<file path="config.mk">
export PLATFORM = sky130hd
export DESIGN_NAME = fetch_top
export DESIGN_NICKNAME = d
export VERILOG_FILES = /design/src/verilog/fetch_pkg.sv /design/src/verilog/fetch_top.sv /design/src/verilog/icache.sv /design/src/verilog/ifetch.sv
export SDC_FILE = /design/constraint.sdc
export NUM_CORES = 2
export LEC_CHECK = 0
export BUFFER_PORTS_ARGS = -buffer_cell sky130_fd_sc_hd__buf_2
export CORE_AREA = 2 2 342 344
export DETAILED_ROUTE_END_ITERATION = 10
export DIE_AREA = 0 0 344 346
export HOLD_SLACK_MARGIN = 0.05
export PLACE_DENSITY = 0.65
export REMOVE_ABC_BUFFERS = 1
export SLEW_MARGIN = 10
export SYNTH_ARGS = -nofsm -noshare
export SYNTH_HDL_FRONTEND = slang
export SYNTH_SLANG_ARGS = --single-unit
</file>
<file path="constraint.sdc">
create_clock -name clock -period 14.5 [get_ports clock]
set_input_delay 2.175 -clock clock [delete_from_list [all_inputs] [get_ports clock]]
set_output_delay 2.175 -clock clock [all_outputs]
set_load 0.1 [all_outputs]
</file>
<file path="src/verilog/fetch_pkg.sv">
package fetch_pkg;

  // #########################################################################
  // instruction and line formats
  // #########################################################################

  localparam int WORDS_PER_LINE   = 4;  // instruction slots per line.
  localparam int LINE_OFFSET_BITS = 4;  // byte offset inside a line.

  // instruction word, also used for instruction addresses.
  typedef logic [31:0] inst_word_t;

  // four words, lowest address in the top bits.
  typedef logic [WORDS_PER_LINE*32-1:0] fetch_line_t;

  // tag storage, wide enough for any tag of a 32-bit address.
  // narrower tags are zero extended.
  typedef logic [$bits(inst_word_t)-LINE_OFFSET_BITS-1:0] line_tag_t;

  // #########################################################################
  // icache fill control
  // #########################################################################

  typedef enum logic [1:0] {
    cache_lookup,     // serving hits.
    cache_fill_req,   // read request out.
    cache_fill_wait   // waiting for the line.
  } cache_state_t;

endpackage
</file>
<file path="src/verilog/fetch_top.sv">
`timescale 1ns/100ps

module fetch_top
  import fetch_pkg::*;
#(
  parameter int ADDR_WIDTH  = 32,
  parameter int CACHE_LINES = 8
) (
  input  logic                  clock,
  input  logic                  reset_n,

  input  logic                  stall,
  input  logic                  load_pc,
  input  inst_word_t            new_pc,

  output inst_word_t            inst_word0,
  output inst_word_t            inst_word1,
  output inst_word_t            inst_word2,
  output inst_word_t            inst_word3,
  output logic                  inst_valid0,
  output logic                  inst_valid1,
  output logic                  inst_valid2,
  output logic                  inst_valid3,
  output inst_word_t            pc_out0,
  output inst_word_t            pc_out1,
  output inst_word_t            pc_out2,
  output inst_word_t            pc_out3,
  output logic                  branch_stall,

  output logic [ADDR_WIDTH-1:0] mem_addr,
  output logic                  mem_rd,
  input  fetch_line_t           mem_data,
  input  logic                  mem_valid
);

  logic [ADDR_WIDTH-1:0] cache_addr;
  fetch_line_t           cache_data;
  logic                  cache_waitrequest;

  ifetch #(.ADDR_WIDTH(ADDR_WIDTH)) u_ifetch (
    .clock, .reset_n,
    .cache_addr, .cache_data, .cache_waitrequest,
    .stall, .load_pc, .new_pc,
    .inst_word0, .inst_word1, .inst_word2, .inst_word3,
    .inst_valid0, .inst_valid1, .inst_valid2, .inst_valid3,
    .pc_out0, .pc_out1, .pc_out2, .pc_out3,
    .branch_stall
  );

  // hits answer in the same cycle.
  icache #(.ADDR_WIDTH(ADDR_WIDTH), .CACHE_LINES(CACHE_LINES)) u_icache (
    .clock, .reset_n,
    .cache_addr, .cache_data, .cache_waitrequest,
    .mem_addr, .mem_rd, .mem_data, .mem_valid
  );

endmodule

</file>
<file path="src/verilog/icache.sv">
`timescale 1ns/100ps

module icache
  import fetch_pkg::*;
#(
  parameter int ADDR_WIDTH  = 32,
  parameter int CACHE_LINES = 8
) (
  input  logic                  clock,
  input  logic                  reset_n,

  input  logic [ADDR_WIDTH-1:0] cache_addr,
  output fetch_line_t           cache_data,
  output logic                  cache_waitrequest,

  output logic [ADDR_WIDTH-1:0] mem_addr,
  output logic                  mem_rd,
  input  fetch_line_t           mem_data,
  input  logic                  mem_valid
);

  localparam int INDEX_BITS = $clog2(CACHE_LINES);
  localparam int TAG_LSB    = LINE_OFFSET_BITS + INDEX_BITS;

  cache_state_t           state;

  logic [CACHE_LINES-1:0] line_valid;
  line_tag_t              tag_mem  [CACHE_LINES];
  fetch_line_t            data_mem [CACHE_LINES];

  logic [INDEX_BITS-1:0]  rd_index;
  line_tag_t              rd_tag;
  logic                   hit;

  logic [INDEX_BITS-1:0]  fill_index;
  line_tag_t              fill_tag;
  logic                   fill_done;
  logic                   miss_now;

  // #########################################################################
  // lookup
  // #########################################################################

  assign rd_index = cache_addr[LINE_OFFSET_BITS +: INDEX_BITS];
  assign rd_tag   = line_tag_t'(cache_addr[ADDR_WIDTH-1:TAG_LSB]);
  assign hit      = line_valid[rd_index] && (tag_mem[rd_index] == rd_tag);

  assign cache_data        = data_mem[rd_index];
  assign cache_waitrequest = (state != cache_lookup) || !hit;

  assign miss_now = (state == cache_lookup) && !hit;

  // #########################################################################
  // fill state machine
  // #########################################################################

  always_ff @(posedge clock or negedge reset_n) begin
    if (!reset_n) begin
      state  <= cache_lookup;
      mem_rd <= 1'b0;
    end else begin
      mem_rd <= 1'b0;
      case (state)
        cache_lookup: begin
          if (!hit) begin
            state  <= cache_fill_req;
            mem_rd <= 1'b1;  // single pulse.
          end
        end
        cache_fill_req: begin
          state <= cache_fill_wait;
        end
        cache_fill_wait: begin
          if (mem_valid) begin
            state <= cache_lookup;
          end
        end
        default: begin
          state <= cache_lookup;
        end
      endcase
    end
  end

  // line address of the pending fill.
  always_ff @(posedge clock) begin
    if (miss_now) begin
      mem_addr <= {cache_addr[ADDR_WIDTH-1:LINE_OFFSET_BITS], {LINE_OFFSET_BITS{1'b0}}};
    end
  end

  assign fill_index = mem_addr[LINE_OFFSET_BITS +: INDEX_BITS];
  assign fill_tag   = line_tag_t'(mem_addr[ADDR_WIDTH-1:TAG_LSB]);
  assign fill_done  = (state == cache_fill_wait) && mem_valid;

  // #########################################################################
  // line storage
  // #########################################################################

  always_ff @(posedge clock or negedge reset_n) begin
    if (!reset_n) begin
      line_valid <= '0;
    end else if (fill_done) begin
      line_valid[fill_index] <= 1'b1;
    end
  end

  always_ff @(posedge clock) begin
    if (fill_done) begin
      tag_mem[fill_index]  <= fill_tag;
      data_mem[fill_index] <= mem_data;  // replaces the old line.
    end
  end

  // read strobe only right after a miss.
  a_rd_in_req: assert property (@(posedge clock) disable iff (!reset_n)
    mem_rd |-> (state == cache_fill_req));

  // memory answers only a fill in flight.
  a_valid_in_wait: assert property (@(posedge clock) disable iff (!reset_n)
    mem_valid |-> (state == cache_fill_wait));

endmodule

</file>
<file path="src/verilog/ifetch.sv">
`timescale 1ns/100ps

module ifetch
  import fetch_pkg::*;
#(
  parameter int ADDR_WIDTH = 32
) (
  input  logic                  clock,
  input  logic                  reset_n,

  output logic [ADDR_WIDTH-1:0] cache_addr,
  input  fetch_line_t           cache_data,
  input  logic                  cache_waitrequest,

  input  logic                  stall,
  input  logic                  load_pc,
  input  inst_word_t            new_pc,

  output inst_word_t            inst_word0,
  output inst_word_t            inst_word1,
  output inst_word_t            inst_word2,
  output inst_word_t            inst_word3,

  output logic                  inst_valid0,
  output logic                  inst_valid1,
  output logic                  inst_valid2,
  output logic                  inst_valid3,

  output inst_word_t            pc_out0,
  output inst_word_t            pc_out1,
  output inst_word_t            pc_out2,
  output inst_word_t            pc_out3,

  output logic                  branch_stall
);

  localparam int SLOT_BITS  = $clog2(WORDS_PER_LINE);
  localparam int LINE_BYTES = WORDS_PER_LINE * 4;

  inst_word_t                pc;
  logic [SLOT_BITS-1:0]      slot_idx;
  inst_word_t                align_step;
  inst_word_t                line_base;
  logic                      pc_move;     // pc may change this cycle.
  logic                      fetch_ok;    // accepted fetch.

  inst_word_t                slot_word [WORDS_PER_LINE];
  inst_word_t                slot_addr [WORDS_PER_LINE];
  logic [WORDS_PER_LINE-1:0] slot_valid;

  inst_word_t                word_r    [WORDS_PER_LINE];
  inst_word_t                addr_r    [WORDS_PER_LINE];
  logic [WORDS_PER_LINE-1:0] valid_r;

  // #########################################################################
  // program counter
  // #########################################################################

  assign pc_move  = !stall && !cache_waitrequest;
  assign fetch_ok = pc_move && !load_pc;

  assign slot_idx   = pc[LINE_OFFSET_BITS-1:2];
  assign line_base  = {pc[31:LINE_OFFSET_BITS], {LINE_OFFSET_BITS{1'b0}}};
  assign align_step = inst_word_t'(LINE_BYTES) - inst_word_t'({slot_idx, 2'b00});

  always_ff @(posedge clock or negedge reset_n) begin
    if (!reset_n) begin
      pc <= '0;
    end else if (pc_move) begin
      if (load_pc) begin
        pc <= {new_pc[31:2], 2'b00};  // word aligned.
      end else begin
        pc <= pc + align_step;        // on to the next line.
      end
    end
  end

  assign cache_addr   = pc[ADDR_WIDTH-1:0];
  assign branch_stall = cache_waitrequest;

  // #########################################################################
  // slot split and output registers
  // #########################################################################

  always_comb begin
    for (int i = 0; i < WORDS_PER_LINE; i++) begin
      slot_word[i]  = cache_waitrequest ? '0 : cache_data[(WORDS_PER_LINE-1-i)*32 +: 32];
      slot_addr[i]  = line_base + inst_word_t'(i * 4);
      slot_valid[i] = fetch_ok && (int'(slot_idx) <= i);  // from pc's slot on.
    end
  end

  always_ff @(posedge clock or negedge reset_n) begin
    if (!reset_n) begin
      valid_r <= '0;
    end else begin
      valid_r <= slot_valid;
    end
  end

  always_ff @(posedge clock) begin
    word_r <= slot_word;
    addr_r <= slot_addr;
  end

  assign inst_word0  = word_r[0];
  assign inst_word1  = word_r[1];
  assign inst_word2  = word_r[2];
  assign inst_word3  = word_r[3];

  assign inst_valid0 = valid_r[0];
  assign inst_valid1 = valid_r[1];
  assign inst_valid2 = valid_r[2];
  assign inst_valid3 = valid_r[3];

  assign pc_out0     = addr_r[0];
  assign pc_out1     = addr_r[1];
  assign pc_out2     = addr_r[2];
  assign pc_out3     = addr_r[3];

  // valid slots are one run that reaches the last slot.
  a_valid_run: assert property (@(posedge clock) disable iff (!reset_n)
    valid_r inside {4'b0000, 4'b1000, 4'b1100, 4'b1110, 4'b1111});

  // a stalled cycle yields an empty group.
  a_stall_empty: assert property (@(posedge clock) disable iff (!reset_n)
    stall |=> (valid_r == '0));

endmodule

</file>
==> run_results.csv <==
group,metric,value,unit
cts,cts.clk_slew.worst_paths,0.06,ns
cts,cts_resized,0,
yosys,synthesis.area,53800,µm²
yosys,yosysWarnings,0,
critical_path,crit_path_cell_trace,"buf_4 > buf_12 > mux4_2 > mux2i_1 > nor4_1 > nand4_1 > buf_4 > buf_2",
grt,grt_pass1_wl,171,mm
cts,postCtsSetupBuffers,0,
placed_design,pre_cts_slack,7.42,ns
yosys,ys_types,55,
hold_path,min_to,"u_icache.line_valid[2]$_DFFE_PN0P_",
grt,grt_max_degree,128,
critical_path,slowest_delay,1.03,ns
die,rows,125,
hold_path,hold_path.class,"flop to flop",
cts,clock_sinks,1453,
critical_path,r2r_cells,10,
critical_path,r2r_end,"u_ifetch.cache_addr[27]$_DFFE_PN0P_",
yosys,synth_flop_cell,"edfxtp_1",
yosys,synth_top_area_share,69.9,%
cts,htreeDepth,4,
layout,nets,3147,
critical_path,reg2reg_slack,9.18,ns
cts,cts-root-buf,"clkbuf_16",
route,drt_iter0_drc,1824,
placed_design,port_buffers,436,
critical_path,worstSetupStartpointType,"flop",
route,routed_via_density,5.49,
power,power_per_cell_area,150,nW/µm²
yosys,synthTopCellsByArea,"edfxtp_1, mux4_2, dfxtp_1",
timing,slew-limit-headroom,31.2,%
timing,finalHoldViolations,0,
timing,setup_ws,6.80,ns
hold_path,min_from,"u_icache.line_valid[2]$_DFFE_PN0P_",
die,ios,459,
placed_design,dp.final_hpwl,61.6,mm
route,drtPass1Iterations,5,
yosys,ys_async_sr_fraction,3.10,%
layout,drive_above_1_share,32.8,%
die,chipHeight,346,µm
grt,grt_pass1_vias,26790,
cts,clockBufferDepth,3,
critical_path,cp-end-kind,"output port",
yosys,synth_edf_count,1252,
cts,insertion_delay,0.76,ns
critical_path,critical_path_class,"flop to output port",
critical_path,cp.arrival,5.52,ns
placed_design,dp_cells,4350,
die,core_area,115000,µm²
route,wl,116,mm
placed_design,gp_congestion,0.777,
grt,antenna_found_initial,22,
power,power_leakage,20.4,nW
yosys,yosysSeqAreaShare,77.8,%
timing,hold_ws,0.465,ns
yosys,synthCells,2557,
critical_path,required,12.32,ns
route,drc,0,
yosys,synth.largest_area_cell,"edfxtp_1",
timing,setup_tns,0,ns
power,ir_drop,0.0991,mV
cts,ctsHoldBuffers,0,
run,cap_viol_max_count,0,
timing,min_period,7.70,ns
timing,worst_clock_skew,0.0294,ns
grt,track_usage,19.5,%
critical_path,cpMaxStageDelayCell,"dfrtp_4",
timing,tightest_slew,1.03,ns
yosys,ys_ff_latch,1453,
route,routedWlPerCell,25.1,µm
route,num_vias,25472,
die,chipWidth,344,µm
route,postRouteAntennaNets,0,
timing,fmax,130,MHz
layout,fin_cells,4641,
outcome,status,"finished clean",
critical_path,r2r-start,"u_ifetch.cache_addr[4]$_DFFE_PN0P_",
timing,finalSetupViolations,0,
die,initial_utilization,46.6,%
yosys,synth.avg_cell_area,21.0,µm²
die,dieArea,119000,µm²
timing,rsz0062_at_grt,"no",
layout,area_delta_synth_final,15.2,%
timing,drv_slew,0,
hold_path,hold_depth,1,
critical_path,critical_path_peak_fanout,101,
cts,cts_tree,"built",
cts,numCtsBuffers,150,
grt,grt_overflow,0,
timing,fin_crit_sh,53.1,%
critical_path,cpMostUsedCell,"buf_4",
[cell usage after synthesis (7+ instances only)]
cell,number
xnor2_1,18
nand3_1,20
nor3_1,8
buf_1,9
inv_1,8
nand2_1,37
dfrtp_1,45
clkbuf_1,62
buf_4,107
mux4_2,299
dfxtp_1,156
a221oi_1,7
mux2i_1,171
or2_2,10
nor2_1,155
buf_2,41
edfxtp_1,1252
o21ai_0,22
nand4_1,9
a22o_1,10
a21oi_1,36
[worst max-delay path, delay by kind of cell (launching register included)]
family	cells	cell delay (ns)
buf+inv	4	2.46
flops	1	1.03
mux	2	0.84
simple gates	2	0.18
[cells in the final DEF (no fill, tap or decap), drive strengths merged, types with 3 or more instances in the layout]
cell type and count:
nand2 37, o31ai 3, or3 5, nand3 20, conb 20, nor2b 4, nor3 8, inv 16
nor4 3, clkbuf 206, mux4 299, nand2b 5, bufinv 7, clkinv 53, diode 12, clkinvlp 6
nor2 155, edfxtp 1252, xnor2 18, or2 10, ha 4, xor2 6, and4 4, a21oi 36
o21ai 26, dfxtp 156, mux2i 171, nand4 10, a22o 10, buf 474, o22ai 4, a221oi 7
dfrtp 45
[cells by family (layout without fill, tap and decap cells)]
family                   after synthesis  in the layout  synth area share, %
AO/OA/AOI/OAI                        101            101                 1.20
buffers and inverters                232            762                 2.52
adder cells (fa/ha/maj)                4              4               0.0930
flip-flops                          1453           1453                 77.8
other                                  2             32               0.0140
AND/OR/NAND/NOR                      271            271                 2.28
XOR/XNOR                              24             24                0.391
multiplexers                         470            470                 15.7
[worst max-delay path by stage]
stage / cells after the start / endpoint / from
4_1_cts: 8 / branch_stall / u_ifetch.cache_addr[4]$_DFFE_PN0P_
2_1_floorplan: 7 / branch_stall / u_ifetch.cache_addr[4]$_DFFE_PN0P_
3_5_place_dp: 8 / branch_stall / u_ifetch.cache_addr[4]$_DFFE_PN0P_
5_1_grt: 8 / branch_stall / u_ifetch.cache_addr[4]$_DFFE_PN0P_
6_report: 8 / branch_stall / u_ifetch.cache_addr[4]$_DFFE_PN0P_
3_3_place_gp: 10 / branch_stall / u_ifetch.cache_addr[4]$_DFFE_PN0P_
[power by group]
group	switching [mW]	total, mW	internal, mW
combinational	0.524	0.649	0.125
clock	1.58	3.72	2.15
sequential	0.103	4.92	4.82
total	2.20	9.30	7.09
[area by class of cell]
class,instances,area [µm²]
well taps,1524,1910
inverters,9,33.8
flip-flops and latches,1453,41900
repair buffers,474,2550
multi-input cells,890,10700
fillers,8834,53500
clock inverters,73,693
clock buffers,206,4150
diodes,12,30.0
[metrics by stage]
step | util (%) | power (mW) | cell area (µm²)
finish | 53.7 | 9.30 | 61900
global route | 53.6 | 9.59 | 61900
CTS | 53.6 | 9.40 | 61900
detailed placement | 49.5 | 5.67 | 57100
global placement | 49.5 | 5.64 | 57100
floorplan | - | 5.46 | 52500
[per-layer routing]
metal / share of wire, % / wire length [µm] / vias to the layer above / GRT usage (%)
li1: - / - / 11039 / -
met1: 41 / 47400 / 13389 / 25.7
met2: 50 / 58600 / 852 / 32.4
met3: 7.0 / 8150 / 168 / 4.82
met4: 1.8 / 2120 / 24 / 5.37
met5: 0.12 / 139 / - / 0
[flip-flops by register name (all words and copies together), names as in the netlist, 2 cells and up]
signal	flops
u_ifetch.valid_r	4
u_ifetch.pc_out3	28
u_ifetch.cache_addr	30
u_ifetch.inst_word3	32
u_icache.state	2
u_icache.data_mem	1024
u_ifetch.inst_word2	32
u_ifetch.inst_word1	32
u_ifetch.inst_word0	32
u_icache.mem_addr	28
u_icache.line_valid	8
u_icache.tag_mem	200
Power figures use the tool's default switching activity.
